### src/source/pcs_pkg.sv
////////////////////////////////////////
// 10GBASE-R PCS definitions
// coded block layout, block types, block classes
// and the transmit FSM states
////////////////////////////////////////
package pcs_pkg;

	localparam int SYNC_W          = 2;
	localparam int BLOCK_PAYLOAD_W = 64;
	localparam int CODED_BLOCK_W   = SYNC_W + BLOCK_PAYLOAD_W;
	localparam int PCS_CHAR_W      = 7;
	localparam int SCRAMBLER_W     = 58;

	// sync header on top, payload below
	typedef logic [CODED_BLOCK_W-1:0]   coded_block_t;
	typedef logic [BLOCK_PAYLOAD_W-1:0] block_payload_t;
	typedef logic [PCS_CHAR_W-1:0]      pcs_char_t;
	typedef logic [SYNC_W-1:0]          sync_header_t;
	typedef logic [7:0]                 block_type_t;
	typedef logic [3:0]                 order_code_t;

	localparam sync_header_t SYNC_DATA = 2'b01;
	localparam sync_header_t SYNC_CTRL = 2'b10;

	localparam pcs_char_t PCS_IDLE  = 7'h00;
	localparam pcs_char_t PCS_ERROR = 7'h1E;

	////////////////////////////////////////
	// block type field
	////////////////////////////////////////
	localparam block_type_t BT_CTRL  = 8'h1E;
	localparam block_type_t BT_S     = 8'h78;
	localparam block_type_t BT_ORDER = 8'h4B;
	localparam block_type_t BT_T0    = 8'h87;
	localparam block_type_t BT_T1    = 8'h99;
	localparam block_type_t BT_T2    = 8'hAA;
	localparam block_type_t BT_T3    = 8'hB4;
	localparam block_type_t BT_T4    = 8'hCC;
	localparam block_type_t BT_T5    = 8'hD2;
	localparam block_type_t BT_T6    = 8'hE1;
	localparam block_type_t BT_T7    = 8'hFF;

	// ordered set codes
	localparam order_code_t ORDER_SEQ = 4'h0;
	localparam order_code_t ORDER_SIG = 4'hF;

	// block classes seen by the transmit FSM
	typedef logic [2:0] block_class_t;
	localparam block_class_t CLASS_C = 3'd0;
	localparam block_class_t CLASS_S = 3'd1;
	localparam block_class_t CLASS_D = 3'd2;
	localparam block_class_t CLASS_T = 3'd3;
	localparam block_class_t CLASS_E = 3'd4;

	typedef enum logic [2:0] {TX_INIT, TX_C, TX_D, TX_T, TX_E} tx_state_t;

	// control block full of error codes
	localparam coded_block_t ERROR_BLOCK = {SYNC_CTRL, BT_CTRL, {8{PCS_ERROR}}};

endpackage

### src/source/cgmii_pkg.sv
////////////////////////////////////////
// CGMII definitions
// word widths, control patterns and character codes
////////////////////////////////////////
package cgmii_pkg;

	localparam int CGMII_DATA_W = 64;
	localparam int CGMII_CTRL_W = 8;
	localparam int CGMII_CHAR_W = 8;
	localparam int CGMII_LANES  = CGMII_DATA_W / CGMII_CHAR_W;

	// byte 0 sits in the top byte of the word
	typedef logic [CGMII_DATA_W-1:0] cgmii_data_t;

	// bit 7 flags byte 0
	typedef logic [CGMII_CTRL_W-1:0] cgmii_ctrl_t;

	typedef logic [CGMII_CHAR_W-1:0] cgmii_char_t;

	////////////////////////////////////////
	// control characters
	////////////////////////////////////////
	localparam cgmii_char_t CGMII_START     = 8'hFB;
	localparam cgmii_char_t CGMII_TERMINATE = 8'hFD;
	localparam cgmii_char_t CGMII_IDLE      = 8'h07;
	localparam cgmii_char_t CGMII_ERROR     = 8'hFE;
	localparam cgmii_char_t CGMII_SEQ       = 8'h9C;
	localparam cgmii_char_t CGMII_FSIG      = 8'h5C;

	////////////////////////////////////////
	// control bit patterns
	////////////////////////////////////////
	// all data lanes
	localparam cgmii_ctrl_t CTRL_DATA = 8'h00;
	// only byte 0 is control (start, ordered set)
	localparam cgmii_ctrl_t CTRL_LEAD = 8'h80;
	// all control lanes
	localparam cgmii_ctrl_t CTRL_ALL  = 8'hFF;

endpackage
### src/source/pcs_tx_encoder.sv
`timescale 1ns/10ps
////////////////////////////////////////
// 10GBASE-R PCS transmit encoder
// classifier, transmit FSM and scrambler in a row
////////////////////////////////////////
module pcs_tx_encoder
#(
	parameter bit                           P_SCRAMBLE       = 1'b1,
	parameter logic [pcs_pkg::SCRAMBLER_W-1:0] P_SCRAMBLER_SEED = '1
)
(
	input  logic                   i_clock,
	input  logic                   i_reset,
	input  logic                   i_enable,
	input  cgmii_pkg::cgmii_data_t i_tx_data,
	input  cgmii_pkg::cgmii_ctrl_t i_tx_ctrl,
	output logic                   o_valid,
	output pcs_pkg::coded_block_t  o_tx_coded
);
	import pcs_pkg::*;

	logic         class_valid;
	block_class_t block_class;
	coded_block_t coded_block;
	logic         fsm_valid;
	coded_block_t fsm_block;

	block_classifier classifier_i
	(
		.i_clock       (i_clock),
		.i_reset       (i_reset),
		.i_enable      (i_enable),
		.i_tx_data     (i_tx_data),
		.i_tx_ctrl     (i_tx_ctrl),
		.o_valid       (class_valid),
		.o_block_class (block_class),
		.o_coded_block (coded_block)
	);

	tx_state_machine fsm_i
	(
		.i_clock       (i_clock),
		.i_reset       (i_reset),
		.i_valid       (class_valid),
		.i_block_class (block_class),
		.i_coded_block (coded_block),
		.o_valid       (fsm_valid),
		.o_coded_block (fsm_block)
	);

	block_scrambler
	#(
		.P_SCRAMBLE       (P_SCRAMBLE),
		.P_SCRAMBLER_SEED (P_SCRAMBLER_SEED)
	)
	scrambler_i
	(
		.i_clock       (i_clock),
		.i_reset       (i_reset),
		.i_valid       (fsm_valid),
		.i_coded_block (fsm_block),
		.o_valid       (o_valid),
		.o_tx_coded    (o_tx_coded)
	);

endmodule

### src/source/block_scrambler.sv
`timescale 1ns/10ps
////////////////////////////////////////
// block scrambler
// self-synchronizing x^58 + x^39 + 1 on the payload,
// sync header passes unscrambled
////////////////////////////////////////
module block_scrambler
#(
	parameter bit                           P_SCRAMBLE       = 1'b1,
	parameter logic [pcs_pkg::SCRAMBLER_W-1:0] P_SCRAMBLER_SEED = '1
)
(
	input  logic                  i_clock,
	input  logic                  i_reset,
	input  logic                  i_valid,
	input  pcs_pkg::coded_block_t i_coded_block,
	output logic                  o_valid,
	output pcs_pkg::coded_block_t o_tx_coded
);
	import pcs_pkg::*;

	logic [SCRAMBLER_W-1:0] scr_state;
	logic [SCRAMBLER_W-1:0] scr_next;
	block_payload_t         payload_in;
	block_payload_t         payload_scr;

	assign payload_in = i_coded_block[BLOCK_PAYLOAD_W-1:0];

	// whole payload in one cycle, bit 0 first
	always_comb
	begin
		scr_next = scr_state;
		for (int i = 0; i < BLOCK_PAYLOAD_W; i++)
		begin
			payload_scr[i] = payload_in[i] ^ scr_next[38] ^ scr_next[57];
			scr_next       = {scr_next[SCRAMBLER_W-2:0], payload_scr[i]};
		end
	end

	always_ff @(posedge i_clock)
	begin
		if (i_reset)
		begin
			scr_state <= P_SCRAMBLER_SEED;
			o_valid   <= 1'b0;
		end
		else
		begin
			o_valid <= i_valid;
			if (i_valid)
			begin
				scr_state <= scr_next;
			end
		end
	end

	always_ff @(posedge i_clock)
	begin
		if (i_valid)
		begin
			o_tx_coded <= {i_coded_block[CODED_BLOCK_W-1 -: SYNC_W],
				P_SCRAMBLE ? payload_scr : payload_in};
		end
	end

endmodule

### src/source/tx_state_machine.sv
`timescale 1ns/10ps
////////////////////////////////////////
// transmit FSM
// checks the order of block classes and puts
// the error block in place of illegal blocks
////////////////////////////////////////
module tx_state_machine
(
	input  logic                  i_clock,
	input  logic                  i_reset,
	input  logic                  i_valid,
	input  pcs_pkg::block_class_t i_block_class,
	input  pcs_pkg::coded_block_t i_coded_block,
	output logic                  o_valid,
	output pcs_pkg::coded_block_t o_coded_block
);
	import pcs_pkg::*;

	tx_state_t state;
	tx_state_t state_next;

	////////////////////////////////////////
	// next state
	////////////////////////////////////////
	always_comb
	begin
		state_next = state;
		case (state)
			// idle, after a terminate or before the first block
			TX_INIT, TX_C, TX_T:
			begin
				case (i_block_class)
					CLASS_C: state_next = TX_C;
					CLASS_S: state_next = TX_D;
					default: state_next = TX_E;
				endcase
			end
			// inside a frame
			TX_D:
			begin
				case (i_block_class)
					CLASS_D: state_next = TX_D;
					CLASS_T: state_next = TX_T;
					default: state_next = TX_E;
				endcase
			end
			// leave error on the next C, D or T
			TX_E:
			begin
				case (i_block_class)
					CLASS_C: state_next = TX_C;
					CLASS_D: state_next = TX_D;
					CLASS_T: state_next = TX_T;
					default: state_next = TX_E;
				endcase
			end
			default: state_next = TX_E;
		endcase
	end

	always_ff @(posedge i_clock)
	begin
		if (i_reset)
		begin
			state   <= TX_INIT;
			o_valid <= 1'b0;
		end
		else
		begin
			o_valid <= i_valid;
			if (i_valid)
			begin
				state <= state_next;
			end
		end
	end

	// output block
	always_ff @(posedge i_clock)
	begin
		if (i_valid)
		begin
			o_coded_block <= (state_next == TX_E) ? ERROR_BLOCK : i_coded_block;
		end
	end

endmodule

### src/source/block_classifier.sv
`timescale 1ns/10ps
////////////////////////////////////////
// block classifier
// registers one CGMII word, sorts it into a block
// class and builds the unscrambled coded block
////////////////////////////////////////
module block_classifier
(
	input  logic                   i_clock,
	input  logic                   i_reset,
	input  logic                   i_enable,
	input  cgmii_pkg::cgmii_data_t i_tx_data,
	input  cgmii_pkg::cgmii_ctrl_t i_tx_ctrl,
	output logic                   o_valid,
	output pcs_pkg::block_class_t  o_block_class,
	output pcs_pkg::coded_block_t  o_coded_block
);
	import cgmii_pkg::*;
	import pcs_pkg::*;

	// payload after the block type field
	localparam int BODY_W = BLOCK_PAYLOAD_W - 8;

	cgmii_data_t            tx_data;
	cgmii_ctrl_t            tx_ctrl;
	logic                   valid_q;

	cgmii_char_t            chars [CGMII_LANES];
	logic [CGMII_LANES-1:0] char_ok;
	logic [BODY_W-1:0]      code_word;
	logic                   t_hit;
	logic [2:0]             t_index;
	block_type_t            t_type;
	logic [BODY_W-1:0]      t_body;

	////////////////////////////////////////
	// input register
	////////////////////////////////////////
	// control held at all ones in reset so no legal class shows
	always_ff @(posedge i_clock)
	begin
		if (i_reset)
		begin
			tx_ctrl <= CTRL_ALL;
			valid_q <= 1'b0;
		end
		else
		begin
			valid_q <= i_enable;
			if (i_enable)
			begin
				tx_ctrl <= i_tx_ctrl;
			end
		end
	end

	always_ff @(posedge i_clock)
	begin
		if (i_enable)
		begin
			tx_data <= i_tx_data;
		end
	end

	////////////////////////////////////////
	// per byte character mapping
	////////////////////////////////////////
	// code of byte i lands at the same place in C and T blocks
	always_comb
	begin
		for (int i = 0; i < CGMII_LANES; i++)
		begin
			chars[i]   = tx_data[CGMII_DATA_W-1-CGMII_CHAR_W*i -: CGMII_CHAR_W];
			char_ok[i] = (chars[i] == CGMII_IDLE) || (chars[i] == CGMII_ERROR);
			code_word[BODY_W-1-PCS_CHAR_W*i -: PCS_CHAR_W] =
				(chars[i] == CGMII_IDLE) ? PCS_IDLE : PCS_ERROR;
		end
	end

	// terminate search, Tn has n data lanes then the terminate
	always_comb
	begin
		logic [CGMII_LANES-1:0] later;
		t_hit   = 1'b0;
		t_index = '0;
		later   = '0;
		for (int n = 0; n < CGMII_LANES; n++)
		begin
			// lanes after the terminate, idle or error in any mix
			later = CTRL_ALL << (n + 1);
			if (tx_ctrl == (CTRL_ALL >> n) && chars[n] == CGMII_TERMINATE &&
				(char_ok & later) == later)
			begin
				t_hit   = 1'b1;
				t_index = 3'(n);
			end
		end
	end

	always_comb
	begin
		case (t_index)
			3'd0: t_type = BT_T0;
			3'd1: t_type = BT_T1;
			3'd2: t_type = BT_T2;
			3'd3: t_type = BT_T3;
			3'd4: t_type = BT_T4;
			3'd5: t_type = BT_T5;
			3'd6: t_type = BT_T6;
			default: t_type = BT_T7;
		endcase
	end

	// data bytes on top, codes below, zero pad in the gap
	assign t_body = (tx_data[CGMII_DATA_W-1 -: BODY_W] & ~({BODY_W{1'b1}} >> (8 * t_index)))
		| (code_word & ({BODY_W{1'b1}} >> (7 + 7 * t_index)));

	////////////////////////////////////////
	// class and block assembly
	////////////////////////////////////////
	always_comb
	begin
		o_block_class = CLASS_E;
		o_coded_block = ERROR_BLOCK;
		if (tx_ctrl == CTRL_DATA)
		begin
			o_block_class = CLASS_D;
			o_coded_block = {SYNC_DATA, tx_data};
		end
		else if (tx_ctrl == CTRL_LEAD && chars[0] == CGMII_START)
		begin
			o_block_class = CLASS_S;
			o_coded_block = {SYNC_CTRL, BT_S, tx_data[BODY_W-1:0]};
		end
		else if (tx_ctrl == CTRL_LEAD && (chars[0] == CGMII_SEQ || chars[0] == CGMII_FSIG))
		begin
			o_block_class = CLASS_C;
			o_coded_block = {SYNC_CTRL, BT_ORDER, tx_data[BODY_W-1 -: 24],
				(chars[0] == CGMII_SEQ) ? ORDER_SEQ : ORDER_SIG, 28'h0};
		end
		else if (tx_ctrl == CTRL_ALL && (&char_ok))
		begin
			o_block_class = CLASS_C;
			o_coded_block = {SYNC_CTRL, BT_CTRL, code_word};
		end
		else if (t_hit)
		begin
			o_block_class = CLASS_T;
			o_coded_block = {SYNC_CTRL, t_type, t_body};
		end
	end

	assign o_valid = valid_q;

endmodule

### config.mk
export PLATFORM = sky130hd
export DESIGN_NAME = pcs_tx_encoder
export DESIGN_NICKNAME = d
export VERILOG_FILES = /design/src/source/pcs_pkg.sv /design/src/source/cgmii_pkg.sv /design/src/source/pcs_tx_encoder.sv /design/src/source/block_scrambler.sv /design/src/source/tx_state_machine.sv /design/src/source/block_classifier.sv
export SDC_FILE = /design/constraint.sdc
export NUM_CORES = 1
export LEC_CHECK = 0
export BUFFER_PORTS_ARGS = -buffer_cell sky130_fd_sc_hd__buf_2
export CORE_ASPECT_RATIO = 1.1
export CORE_UTILIZATION = 55
export CTS_CLUSTER_DIAMETER = 50
export DETAILED_ROUTE_END_ITERATION = 12
export GPL_ROUTABILITY_DRIVEN = 0
export PLACE_DENSITY = 0.78
export SLEW_MARGIN = 20
export SYNTH_ARGS = -nofsm -noshare
export SYNTH_HDL_FRONTEND = slang
export SYNTH_HIERARCHICAL = 1
export SYNTH_SLANG_ARGS = --single-unit
### constraint.sdc
create_clock -name i_clock -period 11 [get_ports i_clock]
set_input_delay 2.2 -clock i_clock [delete_from_list [all_inputs] [get_ports i_clock]]
set_output_delay 2.2 -clock i_clock [all_outputs]
set_load 0.02 [all_outputs]
==> run summary <==
The worst path uses 50.3% of the clock period. The detailed router placed 9,383 vias in this run. The number of max-slew violations in the final report was 0; the maximum buffer depth of the clock tree was 3.

The share of synthesized registers carrying an async set or reset was 0%. Max-cap violations in this run came to 0. The clock root buffer master was clkbuf_16.

The run gives 23,600 um2 as the standard cell core area. TritonCTS built the clock tree. For the placed cell area, the log shows 14,100 um2.

For the worst setup path, the data required time is 11.39 ns. Along the worst path, the maximum fanout reaches 17. Kind of cell with the highest combined delay on the critical path: simple AND/OR/NAND/NOR gates. By count the netlist is led by 196 x edfxtp_1, 83 x nor2_1, 75 x xnor2_1.

At the later pin of the worst-skew pair, clock insertion delay measures 0.53 ns. The height of the chip is 165 um. Cells with a size suffix above 1 make up 21.2% of the layout. For this run, the detailed router's first-pass iteration total came to 6. The worst pin sits at a relative slew slack of 25.7%.

The power density relative to cell area was 149 nW/um2; the via count of the first global-routing pass was 8,739. The path class of the tightest hold or removal check is flop to flop. The final-layout setup total negative slack is 0 ns, and the flip-flop and latch count after synthesis is 268. Setup repair after global routing left no endpoint under its margin. The tools report the initial standard-cell utilization of the core as 56.0%. The run gives 5.50 nW as the leakage power summed over all cells. Transition time at the pin with the least slew margin: 1.11 ns. For this design, the sink count on the clock tree is 268. Maximum VDD drop: 0.000122 V. Clock-pin slew was measured on the worst setup and hold paths at 0.06 ns. Placed wire-length estimate after detailed placement: 23,300 um. The number of instances in the synthesized netlist is 1,091, and the count of H-tree levels built during CTS is 1. The row count is 59, and the sequential element share of the synthesized area is 55.4%.

After routing the design area is 15,000 um2. The detailed router finished its first iteration with 1,354 violations. During placement, the flow inserted port buffers numbering 141. Dividing the detail-routed via count by the number of cells gives 6.08. Yosys mapped the design onto 81 distinct sky130hd cell types. The share of synthesized area in the top cell type comes to 44.5%.

The run finished with clean final reports. The worst setup path is captured at a flop. Setup violations remaining at the end of the flow were counted as 0. The tools report the wire length of the first global-routing pass as 48,300 um. Entering global routing, the biggest net connects 100 pins. The I/O pin total came out at 142. Warning count from the yosys run: 6. The total CTS buffers is 27, and the synthesized area per cell is 12.1 um2. For the global-route congestion overflow total, the log shows 0. The most frequent cell on the critical path was inv_1. The standard cell with the maximum stage delay on the critical path was xor2_1. After synthesis, the cell types taking the most area are edfxtp_1 44%, dfxtp_1 11%, xnor2_1 5.0%. On the worst path, the slowest cell contributes a delay of 0.57 ns. After filler insertion, the fill cell instance count of the layout stands at 1,849. The area added between synthesis and finish is 13.0%, and the DRC violation count after routing is 0. When the netlist entered floorplanning its net count stood at 1,181. The die is 150 um wide. The number of antenna violations at the first check in global routing came out at 1. In this run, post-CTS hold repair placed 0 buffers.

Based on the critical path, the design can be clocked at up to 0.181 GHz. The kind of start point of the critical path is a flop. The worst setup path is of the flop to flop kind. The count of antenna-violating nets left after detailed routing was 0; the number of failing hold endpoints at the final stage was 0. The average wire per cell in the routed design was 20.5 um. Walking the worst path, the cells encountered are nor4_1, and4_1, o2111ai_1, a211oi_1, or2_2, inv_1, fa_1, inv_1, ha_1, inv_1, fa_1, xor2_1, o21ai_0, or3_1, a31oi_1, or3_1. Counting both buffers and inverters, the worst setup path holds a total of 3. The netlist area before placement came out at 13,200 um2.

By instance count, the leading cell after synthesis is edfxtp_1. For the final wirelength, the log shows 31,700 um. Of all cell types, the one taking the most synthesized area is edfxtp_1. The tools report the overall global routing resource usage as 25.7%. The number of flops mapped to enable cells by yosys was 196; the arrival time reported for the critical path endpoint was 5.92 ns. In the final design database the tool counted 1,306 nets. The floorplan step defined a die boundary enclosing 24,700 um2.

Across the routed clock network, the largest skew measured is 0.0141 ns. The time the worst path needs with I/O delays and setup works out to 5.53 ns. Quantity of gates resized following cts: 0.

After clock tree synthesis, the setup repair step added 0 buffers. Among all flip-flop cells after synthesis, the most frequent one is edfxtp_1.
-- per-stage QoR --
stage	utilization, %	total power [mW]	std cells	hold WS, ns	setup slack (ns)
floorplan	-	1.33	1091	0.400	6.22
global placement	59.8	1.39	1492	0.406	5.71
detailed placement	59.8	1.40	1492	0.405	5.56
CTS	63.3	2.25	1541	0.419	5.55
global route	63.3	2.30	1541	0.442	4.95
finish	63.3	2.23	1542	0.419	5.47
-- layout make-up --
| cell class | count | area (um2) | area share (%) |
|---|---|---|---|
| antenna | 1 | 2.50 | 0.0167 |
| clock buffer | 34 | 712 | 4.76 |
| clock inverter | 15 | 118 | 0.786 |
| inverter | 29 | 109 | 0.728 |
| multi-input combinational | 740 | 5530 | 37.0 |
| sequential | 268 | 7330 | 49.0 |
| tap | 305 | 382 | 2.55 |
| timing repair buffer | 150 | 773 | 5.17 |
-- registers in the layout, summed over array words and instances (netlist names) --
signal / cells
classifier_i/chars: 64
classifier_i/o_valid: 1
scrambler_i/scr_state: 58
scrambler_i/o_valid: 1
fsm_i/o_coded_block: 66
scrambler_i/o_tx_coded: 66
fsm_i/o_valid: 1
classifier_i/tx_ctrl: 8
fsm_i/state: 3
-- path summary, 6_finish.rpt --
path	slack [ns]	endpoint	cells past startpoint	start
min	0.42	scrambler_i/o_tx_coded[65]	0	fsm_i/o_coded_block[65]
max	5.47	fsm_i/o_coded_block[36]	16	classifier_i/chars[22]
max reg2reg	5.47	fsm_i/o_coded_block[36]	16	classifier_i/chars[22]
min reg2reg	0.42	scrambler_i/o_tx_coded[65]	0	fsm_i/o_coded_block[65]
-- worst reg2reg max path, delay by kind of cell (launching register included) --
kind	cells	cell delay [ns]
AND/OR/NAND/NOR	5	1.67
XOR/XNOR	1	0.58
buffers and inverters	3	0.32
adder cells (fa/ha/maj)	3	1.14
AO/OA/AOI/OAI	4	1.18
flip-flops	1	0.50
-- layer usage --
metal | part of all wire (%) | global-route usage, % | routed length (um) | vias up
met5 | 0 | 0 | 0 | -
met4 | 5.1 | 12.9 | 1610 | 0
met3 | 8.4 | 3.92 | 2650 | 115
met2 | 46 | 41.2 | 14500 | 558
met1 | 41 | 34.1 | 12900 | 4394
li1 | - | - | - | 4316
-- power breakdown --
group          leakage [nW]  internal, mW  total (mW)  switching, mW
logic                  2.72        0.0830       0.182         0.0993
registers              2.37          1.14        1.20         0.0536
clock network         0.405         0.484       0.854          0.370
total                  5.50          1.71        2.23          0.523
-- cells in the final DEF, fill, tap and decap left out, drive strengths merged, types with 4 or more instances in the layout --
master	netlist	routed
or2	4	4
a31oi	6	6
dfxtp	72	72
xnor3	6	6
nand2	58	58
o21ai	62	62
a311oi	8	8
o211ai	5	5
o32ai	4	4
a22o	19	19
or3	39	39
o22ai	7	7
inv	28	29
a21oi	53	53
nand4b	5	5
xnor2	80	80
nor2b	32	32
a21bo	25	25
nand3	13	13
nor4	12	12
nand4	12	12
edfxtp	196	196
and4	5	5
nor3b	31	31
and2	4	4
xor2	8	8
clkinv	1	12
ha	12	12
a211oi	11	11
o21bai	13	13
clkbuf	30	34
mux2i	7	7
and3	8	8
nor3	23	23
a211o	20	20
nor2	83	83
buf	24	150
xor3	19	19
nand2b	5	5
-- logic make-up (layout without fill, tap and decap cells) --
kind of cell	count (synthesis)	after routing	synth area share, %
AO/OA/AOI/OAI	259	259	14.4
AND/OR/NAND/NOR	346	346	14.6
multiplexers	7	7	0.529
other	0	1	0
flip-flops	268	268	55.4
buffers and inverters	83	228	2.87
adder cells (fa/ha/maj)	15	15	1.59
XOR/XNOR	113	113	10.7
Note: power is estimated with default switching activity, not from simulation.
